## config.mk

```make
export PLATFORM = sky130hd
export DESIGN_NAME = branchUnit
export DESIGN_NICKNAME = d
export VERILOG_FILES = /design/src/isaPkg.sv /design/src/coreCfgPkg.sv /design/src/branchUnit.sv
export SDC_FILE = /design/constraint.sdc
export NUM_CORES = 1
export LEC_CHECK = 0
export BUFFER_PORTS_ARGS = -buffer_cell sky130_fd_sc_hd__buf_2
export CAP_MARGIN = 10
export CORE_AREA = 4 4 62 64
export CTS_CLUSTER_DIAMETER = 200
export DETAILED_ROUTE_END_ITERATION = 6
export DIE_AREA = 0 0 66 68
export GPL_TIMING_DRIVEN = 0
export PLACE_DENSITY_LB_ADDON = 0.2
export REMOVE_ABC_BUFFERS = 1
export SETUP_SLACK_MARGIN = 0.2
export SYNTH_ARGS = -nofsm -noshare
export SYNTH_HDL_FRONTEND = slang
export SYNTH_SLANG_ARGS = --single-unit
```

## constraint.sdc

```tcl
create_clock -name clk -period 8.7 [get_ports clk]
set_clock_uncertainty 0.2 [all_clocks]
set_input_delay 1.74 -clock clk [delete_from_list [all_inputs] [get_ports clk]]
set_output_delay 1.74 -clock clk [all_outputs]
set_load 0.005 [all_outputs]
```

## src/isaPkg.sv

```systemverilog
package isaPkg;

    typedef enum logic [3:0] {
        ADD    = 4'h0,
        SUB    = 4'h1,
        XOR    = 4'h2,
        RED    = 4'h3,
        SLL    = 4'h4,
        SRA    = 4'h5,
        ROR    = 4'h6,
        PADDSB = 4'h7,
        LW     = 4'h8,
        SW     = 4'h9,
        LLB    = 4'ha,
        LHB    = 4'hb,
        B      = 4'hc,
        BR     = 4'hd,
        PCS    = 4'he,
        HLT    = 4'hf
    } opcodeT;

    typedef enum logic [2:0] {
        NE     = 3'd0,
        EQ     = 3'd1,
        GT     = 3'd2,
        LT     = 3'd3,
        GE     = 3'd4,
        LE     = 3'd5,
        OVF    = 3'd6,
        ALWAYS = 3'd7
    } condT;

    localparam int OpMsb   = 15;
    localparam int RdMsb   = 11;
    localparam int CondMsb = 11; // B and BR only
    localparam int RsMsb   = 7;
    localparam int RtMsb   = 3;  // Also imm4 for shifts and memory
    localparam int Imm8Msb = 7;
    localparam int Imm9Msb = 8;

endpackage

```

## src/coreCfgPkg.sv

```systemverilog
package coreCfgPkg;

    localparam int DataWidth = 16;

    localparam int RegCount     = 16;
    localparam int RegAddrWidth = 4;

    // Instruction index, the byte address is one bit wider
    localparam int ProgDepth     = 256;
    localparam int ProgAddrWidth = 8;

    localparam int DataDepth     = 256; // 16-bit words
    localparam int DataAddrWidth = 8;

endpackage

```

## src/branchUnit.sv

```systemverilog
`timescale 1ns/1ps

module branchUnit (
    input  logic                             clk,
    input  logic                             rst,
    input  logic [coreCfgPkg::DataWidth-1:0] pc,
    input  isaPkg::condT                     cond,
    input  logic [8:0]                       imm9,
    input  logic [coreCfgPkg::DataWidth-1:0] target,
    input  logic                             Branch,
    input  logic                             BranchReg,
    input  logic                             zero,
    input  logic                             overflow,
    input  logic                             negative,
    input  logic                             setZ,
    input  logic                             setVN,
    input  logic                             stall,
    output logic [coreCfgPkg::DataWidth-1:0] nextPc
);

    logic                             zFlag;
    logic                             vFlag;
    logic                             nFlag;
    logic                             taken;
    logic [coreCfgPkg::DataWidth-1:0] pcPlus2;
    logic [coreCfgPkg::DataWidth-1:0] relTarget;

    always_ff @(posedge clk) begin
        if (rst) begin
            zFlag <= 1'b0;
            vFlag <= 1'b0;
            nFlag <= 1'b0;
        end else if (!stall) begin
            if (setZ) zFlag <= zero;
            if (setVN) begin
                vFlag <= overflow;
                nFlag <= negative;
            end
        end
    end

    always_comb begin
        case (cond)
            isaPkg::NE:  taken = !zFlag;
            isaPkg::EQ:  taken = zFlag;
            isaPkg::GT:  taken = !zFlag && !nFlag;
            isaPkg::LT:  taken = nFlag;
            isaPkg::GE:  taken = zFlag || !nFlag;
            isaPkg::LE:  taken = nFlag || zFlag;
            isaPkg::OVF: taken = vFlag;
            default:     taken = 1'b1;
        endcase
    end

    assign pcPlus2   = pc + 16'd2;
    assign relTarget = pcPlus2 + {{6{imm9[8]}}, imm9, 1'b0}; // Halfword offset

    always_comb begin
        if (Branch && taken) begin
            nextPc = BranchReg ? target : relTarget;
        end else begin
            nextPc = pcPlus2;
        end
    end

endmodule

```

==> results of run 1 <==
## power by group
group | switching [mW] | internal [mW]
registers | 0.000598 | 0.0145
logic | 0.0625 | 0.0536
clock network | 0.00708 | 0.0172
total | 0.0702 | 0.0853
## layer usage
metal	share of wire	global-route usage	up-vias
li1	-	-	978
met1	0.44	0.250	819
met2	0.47	0.349	59
met3	0.076	0.0197	2
met4	0.0035	0.0279	0
met5	0	0	-
## worst max-delay path, delay by kind of cell
| family | cells | cell delay, ns |
|---|---|---|
| AOI/OAI and AO/OA | 4 | 1.06 |
| xor gates and xnor gates | 1 | 0.25 |
| adders and majority gates | 2 | 0.59 |
| buffers and inverters | 2 | 0.27 |
| and+or+nand+nor | 3 | 0.48 |
## logic make-up after synthesis
family                   Yosys count  synth area share
AO/OA/AOI/OAI                     57             0.245
XOR/XNOR                          20             0.109
adder cells (fa/ha/maj)           20             0.161
buffers and inverters             18            0.0445
flip-flops                         3            0.0374
multiplexers                      14            0.0913
AND/OR/NAND/NOR                   96             0.312
## registers in the layout, summed over array words and instances (netlist names)
register  cells
vFlag         1
nFlag         1
zFlag         1
## cell type report
cell class | instances | share of cell area
Inverter | 12 | 0.0222
Sequential cell | 3 | 0.0296
Multi-Input combinational cell | 207 | 0.729
Clock buffer | 4 | 0.0130
Timing Repair Buffer | 70 | 0.178
Tap cell | 46 | 0.0284
## placed cells by master (no fill, tap or decap), drive strengths merged, types with 2 or more instances in the layout
cell type and count:
a2111oi 2, inv 12, nand2b 9, xor2 11, dfxtp 3, o2111ai 2
nor4 5, o31a 2, and3 2, nand4 3, a211oi 5, o211ai 3
and4 2, o21ai 11, buf 70, and2 2, o31ai 3, o21a 6
nand3 10, xnor2 9, nor3 13, a21oi 15, ha 19, clkbuf 4
mux2i 9, mux2 5, nor4b 2, a21o 3, nor2b 6, nor2 15
nand2 22
## final timing paths
check        cells past startpoint         end   from
max reg2reg                      2       zFlag  zFlag
max                             12  nextPc[15]  pc[1]
min                              2       vFlag  vFlag
min reg2reg                      2       vFlag  vFlag
## per-stage QoR
stage               setup slack (ns)  cell area, µm²   util  total power [mW]
finish                          2.36            2030  0.618             0.156
global route                    2.17            2030  0.618             0.172
CTS                             2.32            2030  0.618             0.156
detailed placement              2.32            2000  0.610             0.131
global placement                1.96            1980  0.603             0.128
floorplan                       2.86            1580      -            0.0894
==> impl_metrics.prom, run 1 <==
# TYPE chip_impl_metric gauge
chip_impl_metric{name="post-route-min-period",unit="ns"} 6.34
chip_impl_metric{name="synthesis.area_per_instance",unit="µm²"} 7.04
chip_impl_metric{name="die_width",unit="µm"} 66
chip_impl_info{name="post-synth-top-count-cell",value="sky130_fd_sc_hd__nand2_1"} 1
chip_impl_info{name="cp_slowest_cell",value="sky130_fd_sc_hd__ha_1"} 1
chip_impl_metric{name="drtPass1Iterations",unit=""} 5
chip_impl_metric{name="pwr_density_cell",unit="nW/µm²"} 76.7
chip_impl_metric{name="tritoncts.num_buffers",unit=""} 3
chip_impl_metric{name="cp_data_required_time",unit="ns"} 6.76
chip_impl_metric{name="netlist.area_leader.share",unit=""} 0.148
chip_impl_metric{name="detail_route.iter0.violations",unit=""} 71
chip_impl_metric{name="setup_total_negative_slack",unit="ns"} 0
chip_impl_metric{name="critical_path_peak_fanout",unit=""} 6
chip_impl_info{name="synth.cells.most_frequent",value="sky130_fd_sc_hd__nand2_1, sky130_fd_sc_hd__ha_1, sky130_fd_sc_hd__nor2_1, sky130_fd_sc_hd__a21oi_1, sky130_fd_sc_hd__nor3_1"} 1
chip_impl_metric{name="via_count",unit=""} 1858
chip_impl_metric{name="grt_max_degree",unit=""} 29
chip_impl_metric{name="cts.sinks",unit=""} 3
chip_impl_info{name="timing.hold.worst.class",value="register to register"} 1
chip_impl_metric{name="viasPerCell",unit=""} 5.43
chip_impl_metric{name="wire_length_of_the_first_global_routing_pass",unit="µm"} 7020
chip_impl_metric{name="buffer_ports.inserted",unit=""} 69
chip_impl_metric{name="achievable-frequency",unit="MHz"} 158
chip_impl_info{name="cp-end-kind",value="primary output"} 1
chip_impl_metric{name="ys_warn_count",unit=""} 0
chip_impl_metric{name="final_critical_path_share_of_the_clock_period",unit=""} 0.728
chip_impl_metric{name="multi_input_logic_area",unit="µm²"} 1480
chip_impl_metric{name="timing.critical_path.slowest_cell_delay",unit="ns"} 0.34
chip_impl_metric{name="antenna_cells",unit=""} 0
chip_impl_info{name="synth_area_leader_cell",value="sky130_fd_sc_hd__ha_1"} 1
chip_impl_metric{name="final-setup-viol-count",unit=""} 0
chip_impl_metric{name="leakage",unit="nW"} 0.964
chip_impl_metric{name="synthArstFlopShare",unit=""} 0
chip_impl_metric{name="relSlewSlack",unit=""} 0.520
chip_impl_metric{name="antenna_found_initial",unit=""} 0
chip_impl_metric{name="fin_cells",unit=""} 342
chip_impl_metric{name="vdd_ir_drop_max",unit="V"} 0.0000516
chip_impl_metric{name="place_congestion",unit=""} 0.871
chip_impl_metric{name="yosysSeqAreaShare",unit=""} 0.0374
chip_impl_metric{name="yosys.cell_types.count",unit=""} 45
chip_impl_metric{name="first_global_vias",unit=""} 1699
chip_impl_metric{name="grt_usage",unit=""} 0.192
chip_impl_metric{name="timing.reg2reg.setup_slack",unit="ns"} 7.87
chip_impl_metric{name="cts_hold_buffers",unit=""} 0
chip_impl_metric{name="die_area",unit="µm²"} 4490
chip_impl_metric{name="synthesis.area",unit="µm²"} 1600
chip_impl_info{name="worst_setup_path_start_kind",value="primary input"} 1
chip_impl_metric{name="grt_remaining_overflow",unit=""} 0
chip_impl_metric{name="synthCells",unit=""} 228
chip_impl_metric{name="postSynthRegisterBits",unit=""} 3
chip_impl_metric{name="syn_to_final_growth",unit="%"} 26.4
chip_impl_metric{name="starting_density",unit=""} 0.488
chip_impl_metric{name="postCtsSetupBuffers",unit=""} 0
chip_impl_metric{name="io-pin-count",unit=""} 70
chip_impl_metric{name="n_fill_cell",unit=""} 326
chip_impl_metric{name="synth_edf_count",unit=""} 0
chip_impl_metric{name="clkTransAtPathRegs",unit="ns"} 0.04
chip_impl_info{name="tritoncts",value="done"} 1
chip_impl_metric{name="route.detailed.wl_per_inst",unit="µm"} 12.6
chip_impl_metric{name="die_height",unit="µm"} 68
chip_impl_metric{name="overall_routed_net_length",unit="µm"} 4320
chip_impl_metric{name="final_antenna_net_count",unit=""} 0
chip_impl_metric{name="regArea",unit="µm²"} 60.1
chip_impl_info{name="status",value="completed"} 1
chip_impl_info{name="synthTopCellsByArea",value="sky130_fd_sc_hd__ha_1, sky130_fd_sc_hd__xor2_1, sky130_fd_sc_hd__mux2i_1"} 1
chip_impl_metric{name="placementRows",unit=""} 21
chip_impl_info{name="worst-setup-path-type",value="primary input to primary output"} 1
chip_impl_metric{name="maxSlewViolCount",unit=""} 0
chip_impl_metric{name="detail_route.drc_violations",unit=""} 0
chip_impl_metric{name="cp.arrival",unit="ns"} 4.40
chip_impl_metric{name="fin_nets",unit=""} 371
chip_impl_metric{name="place_hpwl",unit="µm"} 3630
chip_impl_metric{name="placed_cells_incl_taps",unit=""} 338
chip_impl_metric{name="clock_path_buffers",unit=""} 2
chip_impl_metric{name="worstSkewPairLatency",unit="ns"} 0.23
chip_impl_info{name="setup_repair_after_global_routing_missed_its_margin",value="false"} 1
chip_impl_metric{name="worst_slew_pin_slew",unit="ns"} 0.720
chip_impl_metric{name="post_route_cells_drive_above_1_share",unit=""} 0.264
chip_impl_metric{name="fp.coreArea",unit="µm²"} 3280
chip_impl_metric{name="report.final.hold_viol_count",unit=""} 0
chip_impl_metric{name="postCtsResizedCells",unit=""} 0
chip_impl_metric{name="maxCapViolations",unit=""} 0
chip_impl_info{name="cts-root-buf",value="sky130_fd_sc_hd__clkbuf_4"} 1
chip_impl_metric{name="htreeDepth",unit=""} 1
chip_impl_info{name="critical_path.cell_chain",value="buf_2, ha_1, nand3_1, xnor2_1, ha_1, and3_4, a211oi_4, a21oi_2, o31a_1, o311a_1, nor3_1, buf_2"} 1
chip_impl_info{name="synthFlopType",value="sky130_fd_sc_hd__dfxtp_1"} 1
chip_impl_metric{name="worst_hold_slack",unit="ns"} 0.322
(Power assumes the default switching activity.)
==> run 2: changes to the inputs <==
Settings changed: CORE_AREA 4 4 62 64 to 4 4 66 68, DIE_AREA 0 0 66 68 to 0 0 70 72.
Clock period 8.7 ns to 5.2 ns, I/O delays scaled along.
==> impl_metrics.prom, run 2 (synthesized netlist as in run 1, its figures left out) <==
# TYPE chip_impl_metric gauge
chip_impl_metric{name="starting_density",unit=""} 0.416
chip_impl_metric{name="place_hpwl",unit="µm"} 3660
chip_impl_metric{name="detail_route.iter0.violations",unit=""} 49
chip_impl_metric{name="post_route_cells_drive_above_1_share",unit=""} 0.294
chip_impl_metric{name="n_fill_cell",unit=""} 400
chip_impl_info{name="worst_setup_path_start_kind",value="primary input"} 1
chip_impl_metric{name="maxSlewViolCount",unit=""} 0
chip_impl_metric{name="placementRows",unit=""} 23
chip_impl_metric{name="route.detailed.wl_per_inst",unit="µm"} 12.8
chip_impl_metric{name="report.final.hold_viol_count",unit=""} 0
chip_impl_info{name="r2r-end",value="zFlag"} 1
chip_impl_metric{name="timing.critical_path.slowest_cell_delay",unit="ns"} 0.36
chip_impl_metric{name="route.layer.met1.wl",unit="µm"} 2090
chip_impl_metric{name="fin_cells",unit=""} 349
chip_impl_metric{name="reg_power_frac",unit=""} 0.086
chip_impl_info{name="leading_cell_type_in_the_layout_fill_and_taps_excluded",value="sky130_fd_sc_hd__buf_2"} 1
chip_impl_metric{name="post-route-min-period",unit="ns"} 4.86
chip_impl_metric{name="placed_cells_incl_taps",unit=""} 342
chip_impl_metric{name="io-pin-count",unit=""} 70
chip_impl_metric{name="achievable-frequency",unit="MHz"} 206
chip_impl_metric{name="detail_route.drc_violations",unit=""} 0
chip_impl_metric{name="clkTransAtPathRegs",unit="ns"} 0.03
chip_impl_metric{name="combinationalPowerShare",unit=""} 0.686
chip_impl_metric{name="final-setup-viol-count",unit=""} 0
chip_impl_metric{name="die_area",unit="µm²"} 5040
chip_impl_metric{name="cp_data_required_time",unit="ns"} 3.96
chip_impl_metric{name="place_congestion",unit=""} 0.842
chip_impl_metric{name="pwr_density_cell",unit="nW/µm²"} 138
chip_impl_metric{name="wire_length_of_the_first_global_routing_pass",unit="µm"} 7540
chip_impl_metric{name="grt_remaining_overflow",unit=""} 0
chip_impl_info{name="r2r_start",value="zFlag"} 1
chip_impl_metric{name="final_antenna_net_count",unit=""} 0
chip_impl_metric{name="via_count",unit=""} 1877
chip_impl_info{name="critical_path.top_delay_family",value="compound AO/OA/AOI/OAI gates"} 1
chip_impl_metric{name="power.clock.fraction",unit=""} 0.227
chip_impl_info{name="top_regs",value="nFlag: 1 flops, vFlag: 1 flops, zFlag: 1 flops"} 1
chip_impl_info{name="cp_common_cell",value="sky130_fd_sc_hd__buf_2"} 1
chip_impl_metric{name="maxCapViolations",unit=""} 0
chip_impl_metric{name="worst_slew_pin_slew",unit="ns"} 0.732
chip_impl_metric{name="p_int",unit="µW"} 171
chip_impl_metric{name="antenna_found_initial",unit=""} 0
chip_impl_metric{name="critical_path_peak_fanout",unit=""} 6
chip_impl_info{name="cp_slowest_cell",value="sky130_fd_sc_hd__ha_1"} 1
chip_impl_metric{name="postLayoutCoreUtil",unit=""} 0.548
chip_impl_metric{name="dpl_worst_slack",unit="ns"} 0.244
chip_impl_metric{name="grt_usage",unit=""} 0.173
chip_impl_info{name="topRoutingLayerUsed",value="met3"} 1
chip_impl_metric{name="buffer_ports.inserted",unit=""} 69
chip_impl_metric{name="grt_max_degree",unit=""} 29
chip_impl_metric{name="vdd_ir_drop_max",unit="V"} 0.0000697
chip_impl_metric{name="tritoncts.num_buffers",unit=""} 3
chip_impl_metric{name="fp.coreArea",unit="µm²"} 3860
chip_impl_info{name="cp-end-kind",value="primary output"} 1
chip_impl_metric{name="r2r.worst_path.cells",unit=""} 2
chip_impl_info{name="critical_path.cell_chain",value="buf_2, ha_2, nand3_1, xnor2_2, ha_1, and3_4, a211oi_4, a21oi_2, o31a_1, o311a_1, nor3_1, buf_2"} 1
chip_impl_metric{name="cp.arrival",unit="ns"} 3.62
chip_impl_metric{name="cts.sinks",unit=""} 3
chip_impl_metric{name="wl_met3",unit="µm"} 258
chip_impl_metric{name="htreeDepth",unit=""} 1
chip_impl_metric{name="overall_routed_net_length",unit="µm"} 4460
chip_impl_metric{name="relSlewSlack",unit=""} 0.512
chip_impl_metric{name="setup_slack",unit="ns"} 0.342
chip_impl_info{name="status",value="completed"} 1
chip_impl_metric{name="die_width",unit="µm"} 70
chip_impl_info{name="endpoint",value="nextPc[15]"} 1
chip_impl_metric{name="die_height",unit="µm"} 72
chip_impl_info{name="setup_repair_after_global_routing_missed_its_margin",value="false"} 1
chip_impl_info{name="cts-root-buf",value="sky130_fd_sc_hd__clkbuf_8"} 1
chip_impl_metric{name="worst-path-stages",unit=""} 12
chip_impl_metric{name="viasPerCell",unit=""} 5.38
chip_impl_metric{name="syn_to_final_growth",unit="%"} 31.8
chip_impl_metric{name="routed-wl-met2",unit="µm"} 2110
chip_impl_metric{name="antenna_cells",unit=""} 0
chip_impl_info{name="layout.cells.most_common_list",value="sky130_fd_sc_hd__buf_2, sky130_fd_sc_hd__nand2_1, sky130_fd_sc_hd__ha_1, sky130_fd_sc_hd__nor2_1, sky130_fd_sc_hd__a21oi_1"} 1
chip_impl_info{name="cp-startpoint",value="pc[1]"} 1
chip_impl_metric{name="final_critical_path_share_of_the_clock_period",unit=""} 0.934
chip_impl_metric{name="leakage",unit="nW"} 0.997
chip_impl_metric{name="timing.reg2reg.setup_slack",unit="ns"} 4.37
chip_impl_metric{name="worstSkewPairLatency",unit="ns"} 0.21
chip_impl_metric{name="first_global_vias",unit=""} 1796
chip_impl_metric{name="switching_power",unit="µW"} 121
chip_impl_metric{name="p_sw_frac",unit=""} 0.415
chip_impl_metric{name="drtPass1Iterations",unit=""} 4
chip_impl_info{name="timing.hold.worst.class",value="register to register"} 1
chip_impl_metric{name="fin_nets",unit=""} 374
chip_impl_info{name="tritoncts",value="done"} 1
chip_impl_metric{name="critical_path_buf_inv_count",unit=""} 2
chip_impl_metric{name="worst_hold_slack",unit="ns"} 0.282
chip_impl_metric{name="clock_path_buffers",unit=""} 2
chip_impl_info{name="worst-setup-path-type",value="primary input to primary output"} 1
[run 2: power groups by stage]
| stage | Combinational (mW) | Clock (mW) | Sequential (mW) |
|---|---|---|---|
| after floorplan | 0.124 | 0 | 0.0253 |
| after global placement | 0.190 | 0 | 0.0255 |
| after detailed placement | 0.193 | 0 | 0.0255 |
| after CTS | 0.195 | 0.0689 | 0.0252 |
| after global routing | 0.226 | 0.0703 | 0.0253 |
| final | 0.201 | 0.0664 | 0.0252 |
[run 2: per-stage QoR]
stage | power [mW] | TNS, ns | area [µm²]
6_report | 0.292 | 0 | 2110
5_1_grt | 0.322 | 0 | 2110
4_1_cts | 0.289 | 0 | 2050
3_5_place_dp | 0.219 | 0 | 2010
3_3_place_gp | 0.215 | -0.256 | 1990
2_1_floorplan | 0.150 | 0 | 1580
[run 2: layout make-up]
cell class | count | area, µm² | area share
multi-input cells | 207 | 1520 | 0.718
well taps | 50 | 62.6 | 0.0296
inverters | 12 | 45.0 | 0.0213
flip-flops and latches | 3 | 60.1 | 0.0284
clock buffers | 4 | 45.0 | 0.0213
repair buffers | 73 | 383 | 0.181
[run 2: worst min-delay path by stage]
stage                      from    end  slack [ns]  depth (start not counted)
after floorplan           vFlag  vFlag        0.25                          2
after global placement    vFlag  vFlag        0.27                          2
after detailed placement  vFlag  vFlag        0.29                          2
after CTS                 vFlag  vFlag        0.29                          2
after global routing      vFlag  vFlag        0.36                          2
final                     vFlag  vFlag        0.28                          2
[run 2: worst register-to-register path, cell delays in order (launching register included)]
cell and delay [ns]:
sky130_fd_sc_hd__dfxtp_1 0.39, sky130_fd_sc_hd__mux2i_1 0.09, sky130_fd_sc_hd__nor2_1 0.09
[run 2: layer usage]
metal	vias to the layer above	GRT usage
met2	49	0.304
met4	0	0.0298
met1	843	0.233
met5	-	0
li1	985	-
met3	0	0.0194
[run 2: repair_timing]
item / 4_1_cts / 5_1_grt
resized for setup: 0 / 8
buffers inserted: 0 / 3
setup endpoints to repair: 0 / 2
hold buffers: 0 / 0
