**config.mk**
```make
export PLATFORM = sky130hd
export DESIGN_NAME = alu
export DESIGN_NICKNAME = d
export VERILOG_FILES = /design/src/isaPkg.sv /design/src/coreCfgPkg.sv /design/src/alu.sv
export SDC_FILE = /design/constraint.sdc
export NUM_CORES = 1
export LEC_CHECK = 0
export BUFFER_PORTS_ARGS = -buffer_cell sky130_fd_sc_hd__buf_2
export CORE_MARGIN = 4
export CORE_UTILIZATION = 37
export DETAILED_ROUTE_END_ITERATION = 10
export GPL_TIMING_DRIVEN = 0
export PLACE_DENSITY = 0.64
export SLEW_MARGIN = 20
export SYNTH_ARGS = -nofsm -noshare
export SYNTH_HDL_FRONTEND = slang
export SYNTH_SLANG_ARGS = --single-unit
```
**constraint.sdc**
```tcl
create_clock -name vclk -period 6.2
set_clock_uncertainty 0.05 [all_clocks]
set_input_delay 0.31 -clock vclk [all_inputs]
set_output_delay 0.31 -clock vclk [all_outputs]
set_load 0.005 [all_outputs]
```
**src/isaPkg.sv**
```systemverilog
package isaPkg;

    typedef enum logic [3:0] {
        ADD    = 4'h0,
        SUB    = 4'h1,
        XOR    = 4'h2,
        RED    = 4'h3,
        SLL    = 4'h4,
        SRA    = 4'h5,
        ROR    = 4'h6,
        PADDSB = 4'h7,
        LW     = 4'h8,
        SW     = 4'h9,
        LLB    = 4'ha,
        LHB    = 4'hb,
        B      = 4'hc,
        BR     = 4'hd,
        PCS    = 4'he,
        HLT    = 4'hf
    } opcodeT;

    typedef enum logic [2:0] {
        NE     = 3'd0,
        EQ     = 3'd1,
        GT     = 3'd2,
        LT     = 3'd3,
        GE     = 3'd4,
        LE     = 3'd5,
        OVF    = 3'd6,
        ALWAYS = 3'd7
    } condT;

    localparam int OpMsb   = 15;
    localparam int RdMsb   = 11;
    localparam int CondMsb = 11; // B and BR only
    localparam int RsMsb   = 7;
    localparam int RtMsb   = 3;  // Also imm4 for shifts and memory
    localparam int Imm8Msb = 7;
    localparam int Imm9Msb = 8;

endpackage

```
**src/coreCfgPkg.sv**
```systemverilog
package coreCfgPkg;

    localparam int DataWidth = 16;

    localparam int RegCount     = 16;
    localparam int RegAddrWidth = 4;

    // Instruction index, the byte address is one bit wider
    localparam int ProgDepth     = 256;
    localparam int ProgAddrWidth = 8;

    localparam int DataDepth     = 256; // 16-bit words
    localparam int DataAddrWidth = 8;

endpackage

```
**src/alu.sv**
```systemverilog
`timescale 1ns/1ps

module alu (
    input  isaPkg::opcodeT                   opcode,
    input  logic [coreCfgPkg::DataWidth-1:0] opA,
    input  logic [coreCfgPkg::DataWidth-1:0] opB,
    input  logic [3:0]                       shamt,
    output logic [coreCfgPkg::DataWidth-1:0] result,
    output logic                             zero,
    output logic                             overflow,
    output logic                             negative,
    output logic                             setZ,
    output logic                             setVN
);

    logic [coreCfgPkg::DataWidth:0]     sum;  // One guard bit
    logic [coreCfgPkg::DataWidth:0]     diff;
    logic                               addOvf;
    logic                               subOvf;
    logic [9:0]                         redSum;
    logic [2*coreCfgPkg::DataWidth-1:0] rotWide;
    logic [coreCfgPkg::DataWidth-1:0]   nibbleSum;

    function automatic logic [3:0] satNibble(input logic [3:0] a, input logic [3:0] b);
        logic [4:0] s;
        s = {a[3], a} + {b[3], b};
        if (s[4] != s[3]) begin
            return s[4] ? 4'h8 : 4'h7;
        end
        return s[3:0];
    endfunction

    assign sum    = {opA[15], opA} + {opB[15], opB};
    assign diff   = {opA[15], opA} - {opB[15], opB};
    assign addOvf = sum[16] ^ sum[15];
    assign subOvf = diff[16] ^ diff[15];

    // Signed bytes of both operands
    assign redSum = {{2{opA[15]}}, opA[15:8]} + {{2{opA[7]}}, opA[7:0]}
                  + {{2{opB[15]}}, opB[15:8]} + {{2{opB[7]}}, opB[7:0]};

    assign rotWide = {opA, opA} >> shamt;

    always_comb begin
        for (int i = 0; i < 4; i++) begin
            nibbleSum[4*i +: 4] = satNibble(opA[4*i +: 4], opB[4*i +: 4]);
        end
    end

    always_comb begin
        overflow = 1'b0;
        case (opcode)
            isaPkg::ADD: begin
                result   = addOvf ? {sum[16], {15{~sum[16]}}} : sum[15:0]; // Saturate
                overflow = addOvf;
            end
            isaPkg::SUB: begin
                result   = subOvf ? {diff[16], {15{~diff[16]}}} : diff[15:0];
                overflow = subOvf;
            end
            isaPkg::XOR:    result = opA ^ opB;
            isaPkg::RED:    result = {{6{redSum[9]}}, redSum};
            isaPkg::SLL:    result = opA << shamt;
            isaPkg::SRA:    result = $signed(opA) >>> shamt;
            isaPkg::ROR:    result = rotWide[15:0];
            isaPkg::PADDSB: result = nibbleSum;
            default:        result = opA + opB; // Address sum
        endcase
    end

    assign zero     = (result == '0);
    assign negative = result[15];

    always_comb begin
        setZ  = 1'b0;
        setVN = 1'b0;
        case (opcode)
            isaPkg::ADD, isaPkg::SUB: begin
                setZ  = 1'b1;
                setVN = 1'b1;
            end
            isaPkg::XOR, isaPkg::SLL, isaPkg::SRA, isaPkg::ROR: setZ = 1'b1;
            default: setZ = 1'b0;
        endcase
    end

endmodule

```
==> flow_metrics.env, run 1 <==
export IMPL_outcome="finished, final reports clean"
export IMPL_hold_buffers=0
export IMPL_timing_hold_violations_final=0
export IMPL_p_clk_share_pct=0
export IMPL_io_buffers=56
export IMPL_leakagePower_uw=0.00269
export IMPL_placed_area_um2=6560
export IMPL_drtPass1Iterations=6
export IMPL_synth_xor_area_share_pct=4.53
export IMPL_ys_seq_area_share_pct=0
export IMPL_dieWidth_um=135
export IMPL_yosys_area_top_type="mux4_2"
export IMPL_crit_fanout=13
export IMPL_gp_congestion=1.02
export IMPL_cts_setup_buffers=0
export IMPL_ys_warn_count=0
export IMPL_synth_nets=919
export IMPL_antenna_cells=0
export IMPL_drc=0
export IMPL_finalCritPeriodShare_pct=92.5
export IMPL_nFlopsAndLatches=0
export IMPL_fp_row_count=46
export IMPL_endpoint_kind="output port"
export IMPL_grt_pass1_vias=6422
export IMPL_ff_latch_area_um2=0
export IMPL_ant_nets=0
export IMPL_critPathKind="in -> out"
export IMPL_totalWireLength_um=25600
export IMPL_cp_arrival_ns=5.37
export IMPL_dpl_hpwl_um=20800
export IMPL_grt_overflow=0
export IMPL_pwr_share_comb_pct=100.0
export IMPL_yosysUniqueCellTypes=88
export IMPL_relSlewSlack_pct=34.1
export IMPL_synth_compound_area_share_pct=29.6
export IMPL_die_area_um2=18300
export IMPL_grtUsageTotal_pct=27.0
export IMPL_synth_top_area_share_pct=9.01
export IMPL_cp_required_ns=5.84
export IMPL_vdd_drop_max_mv=0.0802
export IMPL_start_util_pct=37.8
export IMPL_postLayoutCoreUtil_pct=41.3
export IMPL_final_layout_size_suffix_gt1_share_pct=15.3
export IMPL_switching_power_uw=525
export IMPL_area_delta_synth_final_pct=9.41
export IMPL_core_area_um2=15900
export IMPL_slowest_stage="or4_1"
export IMPL_path_cells="buf_2, inv_1, fa_1, fa_1, inv_1, ha_1, inv_1, fa_1, nand2b_1, a211oi_1, nor3_1, nor2_1, and2_1, nand2b_1, or4_1, a21o_1, or4_1, nor4_2, buf_2"
export IMPL_antenna_found_initial=0
export IMPL_hold_class="in -> out"
export IMPL_seq_power_share_pct=0
export IMPL_yosys_mux_area_fraction_pct=16.3
export IMPL_wire_per_inst_um=23.5
export IMPL_synth_cells=816
export IMPL_rsz0062_at_grt="false"
export IMPL_p_sw_share_pct=62.6
export IMPL_internal_power_uw=313
export IMPL_maxCapViolations=0
export IMPL_min_period_ns=5.73
export IMPL_clock_fmax_mhz=174
export IMPL_netlist_area_um2=6000
export IMPL_fin_ws_ns=0.468
export IMPL_post_cts_resized=0
export IMPL_worstSetupStartpointType="primary input"
export IMPL_grt_first_pass_wirelength_um=38500
export IMPL_via_per_inst=6.42
export IMPL_preCtsSetupSlack_ns=0.503
export IMPL_synth_avg_cell_area_um2=7.35
export IMPL_slew_violations=0
export IMPL_clkbuf_count=0
export IMPL_synth_simple_area_share_pct=23.7
export IMPL_nets=978
export IMPL_worst_slew_pin_transition_ns=0.973
export IMPL_ios=61
export IMPL_synthAdderAreaFrac_pct=17.6
export IMPL_synth_top_family_by_area="compound AO/OA/AOI/OAI gates"
export IMPL_fin_area_um2=6560
export IMPL_setup_tns_ns=0
export IMPL_drt_initial_drc_count=1026
export IMPL_grt_max_degree=14
export IMPL_synth_area_top_cells="mux4_2, ha_1, fa_1"
export IMPL_die_h_um=135
export IMPL_cpPeakStageDelay_ns=0.60
export IMPL_via_count=6990
export IMPL_finalSetupViolCount=0
export IMPL_p_per_area_nw_per_um2=128
==> logic make-up (layout without fill, tap and decap cells) <==
family	Yosys count	in the layout
and+or+nand+nor	271	271
AOI/OAI and AO/OA	251	251
adders and majority gates	73	73
buffers and inverters	123	180
muxes	67	67
xor gates and xnor gates	31	31
==> worst max-delay path: cells and delay by family <==
family / cells / cell delay [ns]
AND/OR/NAND/NOR: 8 / 2.17
AO/OA/AOI/OAI: 2 / 0.60
buffers and inverters: 5 / 0.73
adder cells (fa/ha/maj): 4 / 1.55
==> final cells by class <==
type,instances,area (µm²)
repair buffers,57,288
well taps,216,270
multi-input cells,693,5510
inverters,64,240
fillers,1717,9320
plain buffers,59,256
==> placed cells by master (no fill, tap or decap), types with 24 or more instances in the layout <==
master / n
o21ai_0: 43
nand2_1: 60
clkbuf_1: 30
nor3_1: 29
inv_1: 61
a21oi_1: 53
mux4_2: 24
buf_2: 75
nor2_1: 56
mux2i_1: 38
ha_1: 41
==> power by group through the flow <==
stage	logic [µW]	registers, µW	clock network, µW
finish	838	0	0
global route	901	0	0
CTS	810	0	0
detailed placement	805	0	0
global placement	800	0	0
floorplan	551	0	0
==> path summary, 6_finish.rpt <==
kind       from  endpoint  cells past startpoint
max      opA[1]      zero                     19
min   opcode[2]     setVN                      3
==> Yosys cell counts, drive strengths merged, types with 7 or more instances <==
cell / instances
xor2: 8
a21oi: 54
clkbuf: 30
ha: 41
nor3: 31
inv: 63
o21bai: 7
mux4: 24
or4: 7
mux2i: 38
a21o: 13
maj3: 10
o22ai: 7
nand3: 21
fa: 22
nor4: 11
a211oi: 13
nand2b: 20
o21ai: 45
nor2: 56
o211ai: 13
xnor2: 23
a221oi: 7
nand2: 60
nor2b: 12
and2: 11
buf: 29
a31oi: 14
==> per-stage QoR <==
step | hold WS [ns] | std cells | power [µW]
3_5_place_dp | 1.01 | 1089 | 805
3_3_place_gp | 0.989 | 1088 | 800
2_1_floorplan | 0.625 | 816 | 551
6_report | 1.03 | 1089 | 838
5_1_grt | 1.05 | 1089 | 901
4_1_cts | 1.01 | 1089 | 810
==> metal layers <==
metal	up-vias	track usage, %	wire length (µm)
li1	3202	-	-
met1	3261	37.5	10500
met2	440	41.8	10900
met3	87	6.24	3070
met4	0	7.73	1050
met5	-	0	0
No activity file was read; power rests on OpenSTA's default activity.
==> run 2, diff against run 1 <==
--- a/config.mk
+++ b/config.mk
@@ -5,6 +5,7 @@
 export SDC_FILE = /design/constraint.sdc
 export NUM_CORES = 1
 export LEC_CHECK = 0
+export ABC_AREA = 1
 export BUFFER_PORTS_ARGS = -buffer_cell sky130_fd_sc_hd__buf_2
 export CORE_MARGIN = 4
 export CORE_UTILIZATION = 37
==> constraint.sdc (replaced) <==
create_clock -name vclk -period 5.6
set_clock_uncertainty 0.05 [all_clocks]
set_input_delay 0.28 -clock vclk [all_inputs]
set_output_delay 0.28 -clock vclk [all_outputs]
set_load 0.005 [all_outputs]
==> flow_metrics.env, run 2 <==
export IMPL_outcome="finished, final reports clean"
export IMPL_vdd_drop_max_mv=0.0804
export IMPL_crit_path_start="opA[9]"
export IMPL_grt_overflow=0
export IMPL_cp_arrival_ns=4.05
export IMPL_synth_nets=1206
export IMPL_die_area_um2=17900
export IMPL_final_layout_size_suffix_gt1_share_pct=13.1
export IMPL_netlist_area_um2=5850
export IMPL_cp_required_ns=5.27
export IMPL_nets=1264
export IMPL_slowest_stage="fa_1"
export IMPL_ys_seq_area_share_pct=0
export IMPL_ant_nets=0
export IMPL_leakagePower_uw=0.00358
export IMPL_worstSetupStartpointType="primary input"
export IMPL_endpoint_kind="output port"
export IMPL_antenna_cells=0
export IMPL_core_area_um2=15400
export IMPL_drtPass1Iterations=6
export IMPL_ys_warn_count=0
export IMPL_yosys_area_top_type="nand2_1"
export IMPL_grt_first_pass_wirelength_um=36300
export IMPL_synth_cells=1103
export IMPL_cpPeakStageDelay_ns=0.50
export IMPL_fin_ws_ns=1.22
export IMPL_grt_max_degree=11
export IMPL_nFlopsAndLatches=0
export IMPL_antenna_found_initial=0
export IMPL_clkbuf_count=0
export IMPL_wl_met3_um=2420
export IMPL_synth_area_top_cells="nand2_1, inv_1, nand3_1"
export IMPL_clock_fmax_mhz=228
export IMPL_slew_violations=0
export IMPL_setup_tns_ns=0
export IMPL_ios=61
export IMPL_cp_endpoint="zero"
export IMPL_drt_initial_drc_count=874
export IMPL_wire_per_inst_um=17.0
export IMPL_dpl_hpwl_um=19900
export IMPL_wl_met1_um=10500
export IMPL_cts_setup_buffers=0
export IMPL_area_delta_synth_final_pct=9.30
export IMPL_grtUsageTotal_pct=25.3
export IMPL_finalCritPeriodShare_pct=78.3
export IMPL_synth_avg_cell_area_um2=5.31
export IMPL_dr_wl_met2_um=9690
export IMPL_min_period_ns=4.38
export IMPL_timing_hold_violations_final=0
export IMPL_hold_buffers=0
export IMPL_io_buffers=56
export IMPL_crit_fanout=6
export IMPL_via_count=7319
export IMPL_yosysMostFrequentCell="nand2_1"
export IMPL_totalWireLength_um=23200
export IMPL_gp_congestion=1.01
export IMPL_ff_latch_area_um2=0
export IMPL_critPathKind="in -> out"
export IMPL_crit_top_cell="nand2_1"
export IMPL_fp_row_count=45
export IMPL_hold_path_depth=3
export IMPL_grt_pass1_vias=6462
export IMPL_final_common_cell="nand2_1"
export IMPL_path_cells="buf_2, inv_1, fa_1, fa_1, inv_1, ha_1, inv_1, fa_1, nor2_1, o21ai_0, nand2_1, nand4_1, nand2_1, nand2_1, nand3_1, nand2_1, inv_1, nand4_1, nand2_1, nand2_1, nor2_1, nand2_1, nor2_1, buf_2"
export IMPL_via_per_inst=5.34
export IMPL_preCtsSetupSlack_ns=1.21
export IMPL_dieWidth_um=134
export IMPL_relSlewSlack_pct=41.4
export IMPL_finalSetupViolCount=0
export IMPL_post_cts_resized=0
export IMPL_hold_class="in -> out"
export IMPL_p_per_area_nw_per_um2=134
export IMPL_maxCapViolations=0
export IMPL_yosysUniqueCellTypes=47
export IMPL_worst_slew_pin_transition_ns=0.876
export IMPL_die_h_um=134
export IMPL_synth_common_cells="nand2_1, inv_1, nand3_1"
export IMPL_start_util_pct=38.1
export IMPL_rsz0062_at_grt="false"
export IMPL_most_common_layout_cells="nand2_1, inv_1, nand3_1"
export IMPL_drc=0
export IMPL_maxUsedRoutingLayer="met4"
export IMPL_synth_top_area_share_pct=25.3
-- run 2: cell types whose count changed in the layout (fill, tap and decap cells not counted), sizes merged, moves of 18 or more --
cell    before  now
nand2       60  418
inv         63  155
nand3       21  108
mux2i       38    0
nor2        56   91
mux4        24    0
nor3        31   10
nand2b      20    0
xnor2       23    3
o21ai       45   63
-- run 2: metrics by stage --
| stage | utilization [%] | instances | area, µm² | total power, µW | hold slack (ns) |
|---|---|---|---|---|---|
| CTS | 41.6 | 1370 | 6400 | 841 | 0.828 |
| global route | 41.6 | 1370 | 6400 | 959 | 0.854 |
| floorplan | - | 1103 | 5850 | 593 | 0.561 |
| finish | 41.6 | 1370 | 6400 | 858 | 0.827 |
| global placement | 41.6 | 1370 | 6400 | 836 | 0.828 |
| detailed placement | 41.6 | 1370 | 6400 | 837 | 0.828 |
-- run 2: routing by layer --
| metal | global-route usage, % | up-vias |
|---|---|---|
| met5 | 0 | - |
| met4 | 4.74 | 0 |
| met3 | 3.98 | 35 |
| met2 | 39.0 | 389 |
| met1 | 37.4 | 3289 |
| li1 | - | 3606 |
-- run 2: power by group --
group	leakage (µW)	switching, µW	internal (µW)
combinational	0.00358	570	288
clock	0	0	0
sequential	0	0	0
total	0.00358	570	288
-- run 2: worst min-delay path by stage --
stage	start	to	slack, ns
finish	opcode[0]	setZ	0.83
global route	opcode[0]	setZ	0.85
CTS	opcode[0]	setZ	0.83
detailed placement	opcode[0]	setZ	0.83
global placement	opcode[0]	setZ	0.83
floorplan	opcode[0]	setZ	0.56
-- run 2: kinds of logic (layout without fill, tap and decap cells) --
logic type / count (synthesis) / count (layout) / share of synthesized area, %
AND/OR/NAND/NOR: 652 / 652 / 47.9
buffers and inverters: 201 / 257 / 15.3
AO/OA/AOI/OAI: 160 / 160 / 16.4
adder cells (fa/ha/maj): 63 / 63 / 16.3
XOR/XNOR: 27 / 27 / 4.04
-- run 2: final cells by class --
type	count	area, µm²
tap	211	264
timing repair buffer	56	280
inverter	156	586
multi-input combinational	902	4960
fill	1782	8970
buffer	45	309
-- run 2: worst max-delay path, delay by kind of cell --
family                     cells  cell delay [ns]
adders and majority gates      4             1.54
buffers and inverters          6             0.81
and+or+nand+nor               13             1.33
AOI/OAI and AO/OA              1             0.09
==> run 3, diff against run 2 <==
--- a/config.mk
+++ b/config.mk
@@ -11,7 +11,7 @@
 export CORE_UTILIZATION = 37
 export DETAILED_ROUTE_END_ITERATION = 10
 export GPL_TIMING_DRIVEN = 0
-export PLACE_DENSITY = 0.64
+export PLACE_DENSITY = 0.66
 export SLEW_MARGIN = 20
 export SYNTH_ARGS = -nofsm -noshare
 export SYNTH_HDL_FRONTEND = slang
==> constraint.sdc (replaced) <==
create_clock -name vclk -period 3.9
set_clock_uncertainty 0.05 [all_clocks]
set_input_delay 0.195 -clock vclk [all_inputs]
set_output_delay 0.195 -clock vclk [all_outputs]
set_load 0.005 [all_outputs]
==> flow_metrics.env, run 3 (synthesis results as in run 2) <==
export IMPL_outcome="finished, final reports clean"
export IMPL_wire_per_inst_um=17.3
export IMPL_finalCritPeriodShare_pct=97.1
export IMPL_fp_row_count=45
export IMPL_worstSetupStartpointType="primary input"
export IMPL_worst_slew_pin_transition_ns=0.971
export IMPL_cp_required_ns=3.65
export IMPL_area_delta_synth_final_pct=12.4
export IMPL_grtUsageTotal_pct=25.7
export IMPL_antenna_cells=0
export IMPL_clkbuf_count=0
export IMPL_antenna_found_initial=0
export IMPL_seq_power_share_pct=0
export IMPL_timing_hold_violations_final=0
export IMPL_p_total_uw=1300
export IMPL_cp_arrival_ns=3.54
export IMPL_via_per_inst=5.45
export IMPL_nets=1275
export IMPL_switching_power_uw=850
export IMPL_grt_pass1_vias=6713
export IMPL_die_area_um2=17900
export IMPL_min_period_ns=3.78
export IMPL_via_count=7521
export IMPL_fin_ws_ns=0.115
export IMPL_ios=61
export IMPL_drc=0
export IMPL_endpoint_kind="output port"
export IMPL_postLayoutCoreUtil_pct=42.8
export IMPL_ff_latch_area_um2=0
export IMPL_crit_fanout=6
export IMPL_internal_power_uw=449
export IMPL_gp_congestion=0.998
export IMPL_holdWs_ns=0.651
export IMPL_drtPass1Iterations=8
export IMPL_p_per_area_nw_per_um2=197
export IMPL_p_clk_share_pct=0
export IMPL_maxCapViolations=0
export IMPL_relSlewSlack_pct=35.0
export IMPL_ant_nets=0
export IMPL_finalSetupViolCount=0
export IMPL_pwr_share_comb_pct=100.0
export IMPL_rsz0062_at_grt="true"
export IMPL_core_area_um2=15400
export IMPL_preCtsSetupSlack_ns=-0.251
export IMPL_final_common_cell="nand2_1"
export IMPL_grt_max_degree=11
export IMPL_dpl_hpwl_um=20300
export IMPL_final_layout_size_suffix_gt1_share_pct=15.6
export IMPL_start_util_pct=38.1
export IMPL_leakagePower_uw=0.00363
export IMPL_setup_tns_ns=0
export IMPL_slew_violations=0
export IMPL_io_buffers=56
export IMPL_totalWireLength_um=23800
export IMPL_grt_overflow=0
export IMPL_critPathKind="in -> out"
export IMPL_grt_first_pass_wirelength_um=37100
export IMPL_hold_class="in -> out"
export IMPL_vdd_drop_max_mv=0.132
export IMPL_nFlopsAndLatches=0
export IMPL_most_common_layout_cells="nand2_1, inv_1, nand3_1"
export IMPL_p_sw_share_pct=65.4
export IMPL_dieWidth_um=134
export IMPL_drt_initial_drc_count=922
export IMPL_die_h_um=134
export IMPL_clock_fmax_mhz=264
[run 3: cell count changes in the layout (fill, tap and decap cells not counted), moves of 3 or more]
cell | previous run | this run
o21ai_0 | 46 | 42
buf_4 | 5 | 15
o21ai_1 | 15 | 18
inv_2 | 12 | 18
nand2_1 | 394 | 391
inv_1 | 143 | 134
[run 3: final cells by class]
class / count / area, µm²
Buffer: 45 / 309
Multi-Input combinational cell: 902 / 5010
Fill cell: 1747 / 8790
Tap cell: 211 / 264
Inverter: 156 / 596
Timing Repair Buffer: 67 / 397
[run 3: final timing paths]
kind / startpoint / cells after the start / slack (ns) / to
min: opcode[0] / 3 / 0.65 / setZ
max: opA[9] / 24 / 0.12 / zero
[run 3: what timing repair did]
item                                    4_1_cts  5_1_grt
gates cloned                                  0        0
endpoints found under the setup margin        8        9
setup buffers                                 2        9
hold buffers                                  0        0
pin swaps                                     3       22
gates resized for setup                       9       27
endpoints found under the hold margin         0        0
[run 3: critical path: stages]
cell,delay [ns]
buf_12,0.09
clkinvlp_4,0.10
fa_1,0.56
fa_1,0.42
inv_1,0.07
ha_2,0.19
inv_2,0.04
fa_2,0.36
nor2_2,0.14
o21ai_1,0.08
nand2_1,0.12
nand4_1,0.11
nand2_1,0.09
nand2_2,0.06
nand3_4,0.11
nand2_4,0.07
inv_4,0.09
nand4_1,0.08
nand2_1,0.11
nand2_1,0.07
nor2_1,0.09
nand2_1,0.06
nor2_1,0.10
buf_2,0.12
[run 3: layer usage]
metal / wire [µm] / track usage (%)
met3: 2090 / 2.66
met5: 0 / 0
met1: 11100 / 39.0
met2: 9710 / 38.0
met4: 960 / 7.66
[run 3: power by group through the flow]
stage          sequential, µW  combinational, µW  clock [µW]
5_1_grt                     0               1430           0
3_5_place_dp                0               1210           0
3_3_place_gp                0               1210           0
2_1_floorplan               0                852           0
4_1_cts                     0               1230           0
6_report                    0               1300           0
[run 3: per-stage QoR]
| stage | area, µm² | std cells |
|---|---|---|
| 2_1_floorplan | 5850 | 1103 |
| 3_3_place_gp | 6400 | 1370 |
| 3_5_place_dp | 6400 | 1370 |
| 4_1_cts | 6430 | 1372 |
| 5_1_grt | 6580 | 1381 |
| 6_report | 6580 | 1381 |
